$ cat config.mk
export PLATFORM = sky130hd
export DESIGN_NAME = router
export DESIGN_NICKNAME = d
export VERILOG_FILES = /design/src/rtl/router_pkg.sv /design/src/rtl/flit_queue.sv /design/src/rtl/input_port.sv /design/src/rtl/route_comp.sv /design/src/rtl/router.sv /design/src/rtl/switch_alloc.sv
export VERILOG_INCLUDE_DIRS = /design/src /design/src/rtl
export SDC_FILE = /design/constraint.sdc
export NUM_CORES = 2
export LEC_CHECK = 0
export BUFFER_PORTS_ARGS = -buffer_cell sky130_fd_sc_hd__buf_2
export CORE_ASPECT_RATIO = 1.4
export CORE_MARGIN = 5
export CORE_UTILIZATION = 50
export DETAILED_ROUTE_END_ITERATION = 10
export HOLD_SLACK_MARGIN = 0.12
export PLACE_DENSITY = 0.66
export SYNTH_ARGS = -nofsm -noshare
export SYNTH_HDL_FRONTEND = slang
export SYNTH_SLANG_ARGS = --single-unit
$ cat constraint.sdc
create_clock -name clk -period 21.5 [get_ports clk]
set_input_delay 3.225 -clock clk [delete_from_list [all_inputs] [get_ports clk]]
set_output_delay 3.225 -clock clk [all_outputs]
set_load 0.03 [all_outputs]
$ cat src/rtl/router_macros.svh
`ifndef ROUTER_MACROS_SVH
`define ROUTER_MACROS_SVH

// full flit holds payload then dst x, dst y and dst z from the low end
`define ROUTER_FLIT_W 81

// payload sits in bits 0 to 71
`define ROUTER_PAYLOAD_W 72

// each coordinate is 3 bits, so an 8x8x8 space
`define ROUTER_COORD_W 3

// destination x field low bit
`define ROUTER_DST_X_LSB 72

// destination y field low bit
`define ROUTER_DST_Y_LSB 75

// destination z field low bit
// z is carried through but no z ports exist, so it is never compared
`define ROUTER_DST_Z_LSB 78

// entries in every input and switch queue
`define ROUTER_QUEUE_DEPTH 8

`endif

$ cat src/rtl/router_pkg.sv
`include "router_macros.svh"

package router_pkg;

    // raw flit as it travels on the links
    // [71:0] payload, [74:72] dst x, [77:75] dst y, [80:78] dst z
    typedef logic [`ROUTER_FLIT_W-1:0] flit_t;

    // one mesh coordinate
    typedef logic [`ROUTER_COORD_W-1:0] coord_t;

    // output choice made by route computation
    // eject never reaches a switch queue, the stage strips it off
    typedef enum logic [1:0] {
        ROUTE_XPOS  = 2'd0,
        ROUTE_YPOS  = 2'd1,
        ROUTE_EJECT = 2'd2
    } route_dir_e;

    // switch queue entry
    // the route code rides in the same entry as the flit it belongs to
    typedef struct packed {
        route_dir_e dir;
        flit_t      flit;
    } routed_flit_t;

endpackage

$ cat src/rtl/flit_queue.sv
`timescale 1ns/10ps

module flit_queue #(
    parameter int width = 81,
    parameter int depth = 8
) (
    input  logic             clk,
    input  logic             rst,
    input  logic [width-1:0] wr_data,
    input  logic             wr_en,
    input  logic             rd_en,
    output logic [width-1:0] rd_data,
    output logic             not_empty,
    output logic             full
);

    localparam int ptr_w = (depth > 1) ? $clog2(depth) : 1;
    localparam int cnt_w = $clog2(depth + 1);

    // entry storage
    logic [width-1:0] mem [depth];
    logic [ptr_w-1:0] wr_ptr;
    logic [ptr_w-1:0] rd_ptr;
    logic [cnt_w-1:0] count;
    logic             do_wr;
    logic             do_rd;

    // wrap at depth, which need not be a power of two
    function automatic logic [ptr_w-1:0] next_ptr(input logic [ptr_w-1:0] ptr);
        if (ptr == ptr_w'(depth - 1)) begin
            next_ptr = '0;
        end else begin
            next_ptr = ptr + 1'b1;
        end
    endfunction

    assign full      = (count == cnt_w'(depth));
    assign not_empty = (count != '0);

    // overflow writes and underflow pops are dropped here
    assign do_wr = wr_en && !full;
    assign do_rd = rd_en && not_empty;

    // show-ahead head is visible without a pop
    assign rd_data = mem[rd_ptr];

    always_ff @(posedge clk) begin
        if (do_wr) begin
            mem[wr_ptr] <= wr_data;
        end
    end

    always_ff @(posedge clk) begin
        if (rst) begin
            wr_ptr <= '0;
            rd_ptr <= '0;
            count  <= '0;
        end else begin
            if (do_wr) begin
                wr_ptr <= next_ptr(wr_ptr);
            end
            if (do_rd) begin
                rd_ptr <= next_ptr(rd_ptr);
            end
            // occupancy only moves when exactly one side fires
            case ({do_wr, do_rd})
                2'b10:   count <= count + 1'b1;
                2'b01:   count <= count - 1'b1;
                default: count <= count;
            endcase
        end
    end

endmodule

$ cat src/rtl/input_port.sv
`timescale 1ns/10ps
`include "router_macros.svh"

module input_port #(
    parameter router_pkg::coord_t cur_x = '0,
    parameter router_pkg::coord_t cur_y = '0
) (
    input  logic                     clk,
    input  logic                     rst,
    input  router_pkg::flit_t        in_flit,
    input  logic                     in_valid,
    output router_pkg::flit_t        eject_flit,
    output logic                     eject_valid,
    output router_pkg::routed_flit_t sw_head,
    output logic                     sw_head_valid,
    input  logic                     sw_grant
);

    localparam int lvl_w = $clog2(`ROUTER_QUEUE_DEPTH + 1);

    router_pkg::flit_t        in_head;
    logic                     in_not_empty;
    logic                     rc_pop;
    router_pkg::routed_flit_t rc_flit;
    logic                     rc_valid;
    logic                     sw_pop;
    logic [lvl_w-1:0]         sw_level;

    // input queue drops overflow since nothing pushes back upstream
    flit_queue #(
        .width(`ROUTER_FLIT_W),
        .depth(`ROUTER_QUEUE_DEPTH)
    ) in_queue (
        .clk       (clk),
        .rst       (rst),
        .wr_data   (in_flit),
        .wr_en     (in_valid),
        .rd_en     (rc_pop),
        .rd_data   (in_head),
        .not_empty (in_not_empty),
        .full      ()
    );

    // stall rule
    // the flit already in the stage owns a slot, so pop only if one more fits
    assign rc_pop = in_not_empty &&
                    ((int'(sw_level) + int'(rc_valid)) < `ROUTER_QUEUE_DEPTH);

    route_comp #(
        .cur_x(cur_x),
        .cur_y(cur_y)
    ) rc (
        .clk         (clk),
        .rst         (rst),
        .in_flit     (in_head),
        .in_valid    (rc_pop),
        .out_flit    (rc_flit),
        .out_valid   (rc_valid),
        .eject_flit  (eject_flit),
        .eject_valid (eject_valid)
    );

    // switch queue entries carry their route code
    flit_queue #(
        .width($bits(router_pkg::routed_flit_t)),
        .depth(`ROUTER_QUEUE_DEPTH)
    ) sw_queue (
        .clk       (clk),
        .rst       (rst),
        .wr_data   (rc_flit),
        .wr_en     (rc_valid),
        .rd_en     (sw_grant),
        .rd_data   (sw_head),
        .not_empty (sw_head_valid),
        .full      ()
    );

    assign sw_pop = sw_grant && sw_head_valid;

    // switch queue occupancy as seen by the stall rule
    always_ff @(posedge clk) begin
        if (rst) begin
            sw_level <= '0;
        end else begin
            case ({rc_valid, sw_pop})
                2'b10:   sw_level <= sw_level + lvl_w'(1);
                2'b01:   sw_level <= sw_level - lvl_w'(1);
                default: sw_level <= sw_level;
            endcase
        end
    end

endmodule

$ cat src/rtl/route_comp.sv
`timescale 1ns/10ps
`include "router_macros.svh"

module route_comp #(
    parameter router_pkg::coord_t cur_x = '0,
    parameter router_pkg::coord_t cur_y = '0
) (
    input  logic                     clk,
    input  logic                     rst,
    input  router_pkg::flit_t        in_flit,
    input  logic                     in_valid,
    output router_pkg::routed_flit_t out_flit,
    output logic                     out_valid,
    output router_pkg::flit_t        eject_flit,
    output logic                     eject_valid
);

    router_pkg::coord_t     dst_x;
    router_pkg::coord_t     dst_y;
    router_pkg::route_dir_e dir_d;
    router_pkg::route_dir_e dir_q;
    router_pkg::flit_t      flit_q;

    // only the x and y destination fields take part
    assign dst_x = in_flit[`ROUTER_DST_X_LSB +: `ROUTER_COORD_W];
    assign dst_y = in_flit[`ROUTER_DST_Y_LSB +: `ROUTER_COORD_W];

    // dimension order resolves x first and y second
    always_comb begin
        if (dst_x == cur_x && dst_y == cur_y) begin
            dir_d = router_pkg::ROUTE_EJECT;
        end else if (dst_x != cur_x) begin
            dir_d = router_pkg::ROUTE_XPOS;
        end else begin
            dir_d = router_pkg::ROUTE_YPOS;
        end
    end

    // payload register shared by the eject and switch sides
    always_ff @(posedge clk) begin
        if (in_valid) begin
            flit_q <= in_flit;
            dir_q  <= dir_d;
        end
    end

    // strobes say which side the registered flit belongs to
    always_ff @(posedge clk) begin
        if (rst) begin
            out_valid   <= 1'b0;
            eject_valid <= 1'b0;
        end else begin
            out_valid   <= in_valid && (dir_d != router_pkg::ROUTE_EJECT);
            eject_valid <= in_valid && (dir_d == router_pkg::ROUTE_EJECT);
        end
    end

    assign out_flit.dir  = dir_q;
    assign out_flit.flit = flit_q;
    assign eject_flit    = flit_q;

endmodule

$ cat src/rtl/router.sv
`timescale 1ns/10ps

module router #(
    parameter router_pkg::coord_t cur_x = '0,
    parameter router_pkg::coord_t cur_y = '0
) (
    input  logic              clk,
    input  logic              rst,
    // network links in
    input  router_pkg::flit_t in_xpos,
    input  logic              in_xpos_valid,
    input  router_pkg::flit_t in_ypos,
    input  logic              in_ypos_valid,
    // kernel injection
    input  router_pkg::flit_t inject_xpos,
    input  logic              inject_xpos_valid,
    input  router_pkg::flit_t inject_ypos,
    input  logic              inject_ypos_valid,
    // network links out
    output router_pkg::flit_t out_xpos,
    output logic              out_xpos_valid,
    output router_pkg::flit_t out_ypos,
    output logic              out_ypos_valid,
    // kernel ejection, one per arrival link
    output router_pkg::flit_t eject_xpos,
    output logic              eject_xpos_valid,
    output router_pkg::flit_t eject_ypos,
    output logic              eject_ypos_valid
);

    router_pkg::routed_flit_t xpos_head;
    router_pkg::routed_flit_t ypos_head;
    logic                     xpos_head_valid;
    logic                     ypos_head_valid;
    logic                     xpos_grant;
    logic                     ypos_grant;

    input_port #(
        .cur_x(cur_x),
        .cur_y(cur_y)
    ) xpos_in (
        .clk           (clk),
        .rst           (rst),
        .in_flit       (in_xpos),
        .in_valid      (in_xpos_valid),
        .eject_flit    (eject_xpos),
        .eject_valid   (eject_xpos_valid),
        .sw_head       (xpos_head),
        .sw_head_valid (xpos_head_valid),
        .sw_grant      (xpos_grant)
    );

    input_port #(
        .cur_x(cur_x),
        .cur_y(cur_y)
    ) ypos_in (
        .clk           (clk),
        .rst           (rst),
        .in_flit       (in_ypos),
        .in_valid      (in_ypos_valid),
        .eject_flit    (eject_ypos),
        .eject_valid   (eject_ypos_valid),
        .sw_head       (ypos_head),
        .sw_head_valid (ypos_head_valid),
        .sw_grant      (ypos_grant)
    );

    // allocation, crossbar and injection override
    switch_alloc sa (
        .clk               (clk),
        .rst               (rst),
        .xpos_head         (xpos_head),
        .ypos_head         (ypos_head),
        .xpos_head_valid   (xpos_head_valid),
        .ypos_head_valid   (ypos_head_valid),
        .xpos_grant        (xpos_grant),
        .ypos_grant        (ypos_grant),
        .inject_xpos       (inject_xpos),
        .inject_ypos       (inject_ypos),
        .inject_xpos_valid (inject_xpos_valid),
        .inject_ypos_valid (inject_ypos_valid),
        .out_xpos          (out_xpos),
        .out_ypos          (out_ypos),
        .out_xpos_valid    (out_xpos_valid),
        .out_ypos_valid    (out_ypos_valid)
    );

endmodule

$ cat src/rtl/switch_alloc.sv
`timescale 1ns/10ps

module switch_alloc (
    input  logic                     clk,
    input  logic                     rst,
    input  router_pkg::routed_flit_t xpos_head,
    input  router_pkg::routed_flit_t ypos_head,
    input  logic                     xpos_head_valid,
    input  logic                     ypos_head_valid,
    output logic                     xpos_grant,
    output logic                     ypos_grant,
    input  router_pkg::flit_t        inject_xpos,
    input  router_pkg::flit_t        inject_ypos,
    input  logic                     inject_xpos_valid,
    input  logic                     inject_ypos_valid,
    output router_pkg::flit_t        out_xpos,
    output router_pkg::flit_t        out_ypos,
    output logic                     out_xpos_valid,
    output logic                     out_ypos_valid
);

    // index 0 is the xpos side, 1 the ypos side, for inputs and outputs alike
    router_pkg::flit_t      head_flit [2];
    router_pkg::route_dir_e head_dir [2];
    logic [1:0]             head_valid;
    router_pkg::flit_t      inj_flit [2];
    logic [1:0]             inj_valid;
    // req[o][i] and gnt[o][i] pair input i with output o
    logic [1:0]             req [2];
    logic [1:0]             gnt [2];
    // one bit per output where 0 favors the xpos input on a tie
    logic [1:0]             rr_ptr;
    router_pkg::flit_t      out_flit_q [2];
    logic [1:0]             out_valid_q;

    assign head_flit[0] = xpos_head.flit;
    assign head_flit[1] = ypos_head.flit;
    assign head_dir[0]  = xpos_head.dir;
    assign head_dir[1]  = ypos_head.dir;
    assign head_valid   = {ypos_head_valid, xpos_head_valid};
    assign inj_flit[0]  = inject_xpos;
    assign inj_flit[1]  = inject_ypos;
    assign inj_valid    = {inject_ypos_valid, inject_xpos_valid};

    // requests come from heads whose route names the output
    always_comb begin
        for (int o = 0; o < 2; o++) begin
            for (int i = 0; i < 2; i++) begin
                req[o][i] = head_valid[i] &&
                            (head_dir[i] == ((o == 0) ? router_pkg::ROUTE_XPOS
                                                      : router_pkg::ROUTE_YPOS));
            end
        end
    end

    // injection wins the output outright, otherwise round robin on a tie
    always_comb begin
        for (int o = 0; o < 2; o++) begin
            gnt[o] = 2'b00;
            if (!inj_valid[o]) begin
                if (req[o] == 2'b11) begin
                    gnt[o] = rr_ptr[o] ? 2'b10 : 2'b01;
                end else begin
                    gnt[o] = req[o];
                end
            end
        end
    end

    // one pop per input since a head only ever asks for one output
    assign xpos_grant = gnt[0][0] | gnt[1][0];
    assign ypos_grant = gnt[0][1] | gnt[1][1];

    // crossbar into the output registers
    always_ff @(posedge clk) begin
        for (int o = 0; o < 2; o++) begin
            if (inj_valid[o]) begin
                out_flit_q[o] <= inj_flit[o];
            end else if (gnt[o][1]) begin
                out_flit_q[o] <= head_flit[1];
            end else begin
                out_flit_q[o] <= head_flit[0];
            end
        end
    end

    always_ff @(posedge clk) begin
        if (rst) begin
            out_valid_q <= 2'b00;
            rr_ptr      <= 2'b00;
        end else begin
            for (int o = 0; o < 2; o++) begin
                out_valid_q[o] <= inj_valid[o] | (|gnt[o]);
                // after serving one input, point at the other
                if (|gnt[o]) begin
                    rr_ptr[o] <= gnt[o][0];
                end
            end
        end
    end

    assign out_xpos       = out_flit_q[0];
    assign out_ypos       = out_flit_q[1];
    assign out_xpos_valid = out_valid_q[0];
    assign out_ypos_valid = out_valid_q[1];

endmodule

# == Word level (Yosys, flattened, before mapping) ==
# Memories as Yosys holds them, arrays and structs flattened. A register that Yosys moved wholly into a read port is not among the register bits.
# Cells that the tools add are included.
# word_totals
ff_bits,222
ram_bits,2786
in_bits,330
out_inout_bits,328
wordCells,198
memories,5
# op_classes
add_sub_neg,22
magnitude_cmp,2
eq_ne,32
mux,60
n_bitwise,8
reduce_logical,44
# memory_table
name,words,width,read_ports,rd_clocked_by_memory_dff,wr,line_no,source
xpos_in.sw_queue.mem,8,83,1,1,1,flit_queue.sv:21,logic [width-1:0] mem [depth];
ypos_in.sw_queue.mem,8,83,1,1,1,flit_queue.sv:21,
xpos_in.in_queue.mem,8,81,1,1,1,flit_queue.sv:21,
ypos_in.in_queue.mem,8,81,1,1,1,flit_queue.sv:21,
sa.out_flit_q,2,81,2,0,2,switch_alloc.sv:33,router_pkg::flit_t out_flit_q [2];
# ops
op,n
81-bit two-way mux,4
32-bit by 5-bit < comparator with 1-bit output (second input constant),2
3-bit two-way mux,16
4-bit case mux with 2 select lines,6
1-bit two-way mux,26
3-bit by 1-bit adder with 3-bit output (second input constant),8
4-bit by 1-bit adder with 4-bit output (second input constant),6
3-bit equality test (second input constant),8
4-bit by 1-bit subtractor with 4-bit output (second input constant),6
2-bit equality test (second input constant),10
1-bit logical AND,20
2-bit by 1-bit equality test with 1-bit output (second input constant),8
4-bit equality test (second input constant),4
2-bit two-way mux,8
4-bit nonzero test,4
3-bit zero test,4
2-bit nonzero test,6
4-bit by 1-bit adder with 5-bit output,2
1-bit bitwise OR,8
3-bit nonzero test,2
1-bit zero test,4
2-bit zero test,2
2-bit != test (second input constant),2
2-bit OR reduction,2

# == Longest topological paths before layout ==
# depth
ltp_word,10
ltp_mapped,17
ltp_nobuf,13

# == Cells and area by module ==
# Synthesis repeated with hierarchy kept, for this count alone.
# unflattened
cells_unflattened,5374
hier_area_um2,117931.9
# by_module_without_submodules
mod,n_inst,cells_per_inst,area_per_inst_um2,seq_area_each_um2
flit_queue at xpos_in.sw_queue ...,2,1036,25589.5,20199.4
flit_queue at xpos_in.in_queue ...,2,1013,25349.3,19718.9
switch_alloc,1,866,9112.5,4944.7
route_comp,2,173,3195.6,2532.4
input_port,2,32,275.3,80.1

# == Worst setup path before layout ==
# No wires, ideal clock.
# synth_path
kind,input to register
startpoint,input in_xpos_valid
endpoint,memory xpos_in.in_queue.mem[0][0] (enable)
setup_time_ps,720
t_arrival_ps,11094
required_time_ps,20780
setup_slack_ps,9685
path_stages,2
path_buffers,0
cell_sequence,nand2_1 nor4_1
# synth_via
elab_chain_len,3
# synth_rtl
element,line_no,source
from (decl),router.sv:11,"input logic in_xpos_valid,"
1-bit logical AND,flit_queue.sv:41,assign do_wr = wr_en && !full;
1-bit two-way mux,flit_queue.sv:48,if (do_wr) begin
1-bit two-way mux (implied by the code),flit_queue.sv:49,mem[wr_ptr] <= wr_data;
to (decl),flit_queue.sv:21,
# Every way passes these cells.

==> results.md <==
- Outcome: completed
- Peak VDD IR: 0.0951 mV
- Slew @ Worst Pin: 1.23 ns
- # setup viols final: 0
- H-tree Lvls: 5
- Most frequent cells in the layout: 2952 x edfxtp_1, 655 x buf_2, 653 x mux4_2
- Core Region: 229000 sq um
- Num rows: 208
- Cell taking the most area after synthesis: edfxtp_1
- Post-route ant nets: 0
- Syn-to-layout area delta: 14.9%
- GRT Total Usage: 23.3%
- Core Util, Final: 57.5%
- Hold path cells: 2
- Number of synthesized flops with an enable pin: 2952
- CP Launch Type: input port
- P_leak: 42.7 nW
- Path type of the worst min-delay path: flop to flop
- Pwr Total: 16.9 mW
- DP Area: 122000 sq um
- Reg2reg path depth: 8
- CTS buffer count: 287
- Pre-CTS setup slack: 15.05 ns
- Vias in the first global route: 55260
- Synth area leaders: edfxtp_1 77%, mux4_2 13%, mux2_2 3.3%
- Synth Warn #: 0
- Reg clk slew, reported paths: 0.06 ns
- Hold WS: 0.466 ns
- Die Ht: 576 um
- Routed via count: 54296
- FMAX: 177 MHz
- Die W: 414 um
- Fin crit share: 26.2%
- Final WS setup: 15.86 ns
- Pre-antenna DRT Iters: 5
- Fill cell total of the finished layout: 16605
- Synth cell types: 45
- Worst setup path class: input port to flop
- Worst Path Required: 22.07 ns
- Post-cts resize count: 0
- Initial DRC Count: 5324
- Max transition margin: 17.7%
- Layout cells sized above 1: 35.4%
- Post-Synthesis Cells: 4995
- Fin nets: 6327
- Initial antenna violation count: 94
- Placed cell count: 8717
- CTS tree: done
- First-pass GRT wire length: 403000 um
- Clock sink count: 3020
- Gr ovfl total: 0
- Yosys reg bits: 3020
- MaxCap Viol Count: 0
- Final min period: 5.64 ns
- DIE AREA: 239000 sq um
- Predominant post-synthesis flop cell: edfxtp_1
- Buffers added on ports: 657
- Post-CTS setup buffer count: 0
- Syn_area_per_cell: 22.9 sq um
- Design area: 132000 sq um
- Drt total wl: 282000 um
- Clock Latency Late Sink: 0.84 ns
- WL/cell: 30.5 um
- Post-route non-filler standard cell count: 9254
- Largest net degree at the start of global routing: 93
- Async S/R FF share, synth: 0%
- Placer congestion estimate: 0.833
- RSZ-0062 raised after global routing: false
- Final Slew Violations: 0
- DRC Markers: 0
- Critical Path AT: 6.21 ns
- Post-synth top area share: 77.4%
- Hold-fix buffers at CTS: 0
- Crit end category: flop
- DR vias/cell: 5.87
- Synth Cell Area: 115000 sq um
- Final HPWL DP: 181000 um
- Commonest non-fill, non-tap cell in the layout: edfxtp_1
- Clock Skews: 0.0602 ns
- # IOs: 658
- Fin. Hold Viols: 0
- PwrDens: 128 nW/um^2
- Initial cell density of the core: 50.1%
- Clock Path Buffers: 4
- Seq/Total Area, Yosys: 78.6%
- Crit-path max FO: 46
- Setup TNS Final: 0 ns
- CTS root buf: clkbuf_16
final timing paths:
| check | start | end | slack, ns |
|---|---|---|---|
| setup reg to reg | flop | sa.out_flit_q[0][36] | 16.05 |
| hold / removal | ypos_in.in_queue.rd_ptr[1] | flop | 0.47 |
| setup / recovery | inject_xpos_valid | sa.out_flit_q[0][24] | 15.86 |
| hold reg to reg | ypos_in.in_queue.rd_ptr[1] | flop | 0.47 |
power by group:
part	switching [mW]	internal (mW)
clock	2.12	2.85
combinational	2.14	1.44
sequential	0.756	7.57
layer usage:
metal	track usage [%]	share of wire [%]	wire length, um	vias to the layer above
met5	0	0.11	316	-
met4	6.50	2.7	7710	46
met3	5.46	8.1	22800	437
met2	38.7	50	141000	2135
met1	31.4	39	110000	28914
li1	-	-	-	22764
synth_stat cells (34+ instances only):
cell	count
nor2b_1	62
mux2_2	335
nand2_1	97
buf_1	47
mux2i_1	107
dfxtp_1	68
a221o_1	57
edfxtp_1	2952
clkbuf_1	144
nor2_1	70
buf_2	52
o21ai_0	89
a21oi_1	42
ha_1	34
mux4_2	653
area by class of cell:
class / count / area, sq um / share of cell area, %
repair buffers: 761 / 4130 / 3.14
flip-flops and latches: 3020 / 90100 / 68.5
multi-input cells: 1877 / 24300 / 18.5
clock buffers: 354 / 7640 / 5.81
clock inverters: 151 / 1490 / 1.13
well taps: 3045 / 3810 / 2.90
diodes: 32 / 80.1 / 0.0609
inverters: 14 / 52.6 / 0.0399
worst max-delay path, cell delays in order:
cell and delay [ns]:
buf_4 0.35, inv_1 0.38, o211ai_1 0.22, buf_4 0.51, buf_4 0.69, mux2_2 0.41, mux2_2 0.26
registers in the layout, summed over array words and instances (netlist names), 3 cells and up, named ones only:
| register | count |
|---|---|
| xpos_in.in_queue.wr_ptr | 3 |
| xpos_in.in_queue.count | 4 |
| ypos_in.sw_queue.count | 4 |
| xpos_in.in_queue.mem | 648 |
| ypos_in.sw_queue.rd_ptr | 3 |
| ypos_in.rc.eject_flit | 81 |
| xpos_in.sw_queue.wr_ptr | 3 |
| xpos_in.sw_level | 4 |
| ypos_in.in_queue.rd_ptr | 3 |
| xpos_in.sw_queue.count | 4 |
| xpos_in.in_queue.rd_ptr | 3 |
| ypos_in.in_queue.count | 4 |
| ypos_in.sw_queue.mem | 664 |
| xpos_in.rc.eject_flit | 81 |
| ypos_in.in_queue.wr_ptr | 3 |
| ypos_in.sw_level | 4 |
| ypos_in.in_queue.mem | 648 |
| ypos_in.sw_queue.wr_ptr | 3 |
| xpos_in.sw_queue.rd_ptr | 3 |
| sa.out_flit_q | 162 |
| xpos_in.sw_queue.mem | 664 |
kinds of logic (layout without fill, tap and decap cells):
logic type / count (synthesis) / in the layout / share of synthesized area, %
adder cells (fa/ha/maj): 36 / 36 / 0.406
XOR/XNOR: 20 / 20 / 0.153
AND/OR/NAND/NOR: 328 / 328 / 1.43
other: 1 / 194 / 0.00327
AO/OA/AOI/OAI: 226 / 226 / 1.32
multiplexers: 1105 / 1105 / 17.2
flip-flops: 3020 / 3020 / 78.6
buffers and inverters: 259 / 1280 / 0.919
(Power assumes the default switching activity.)
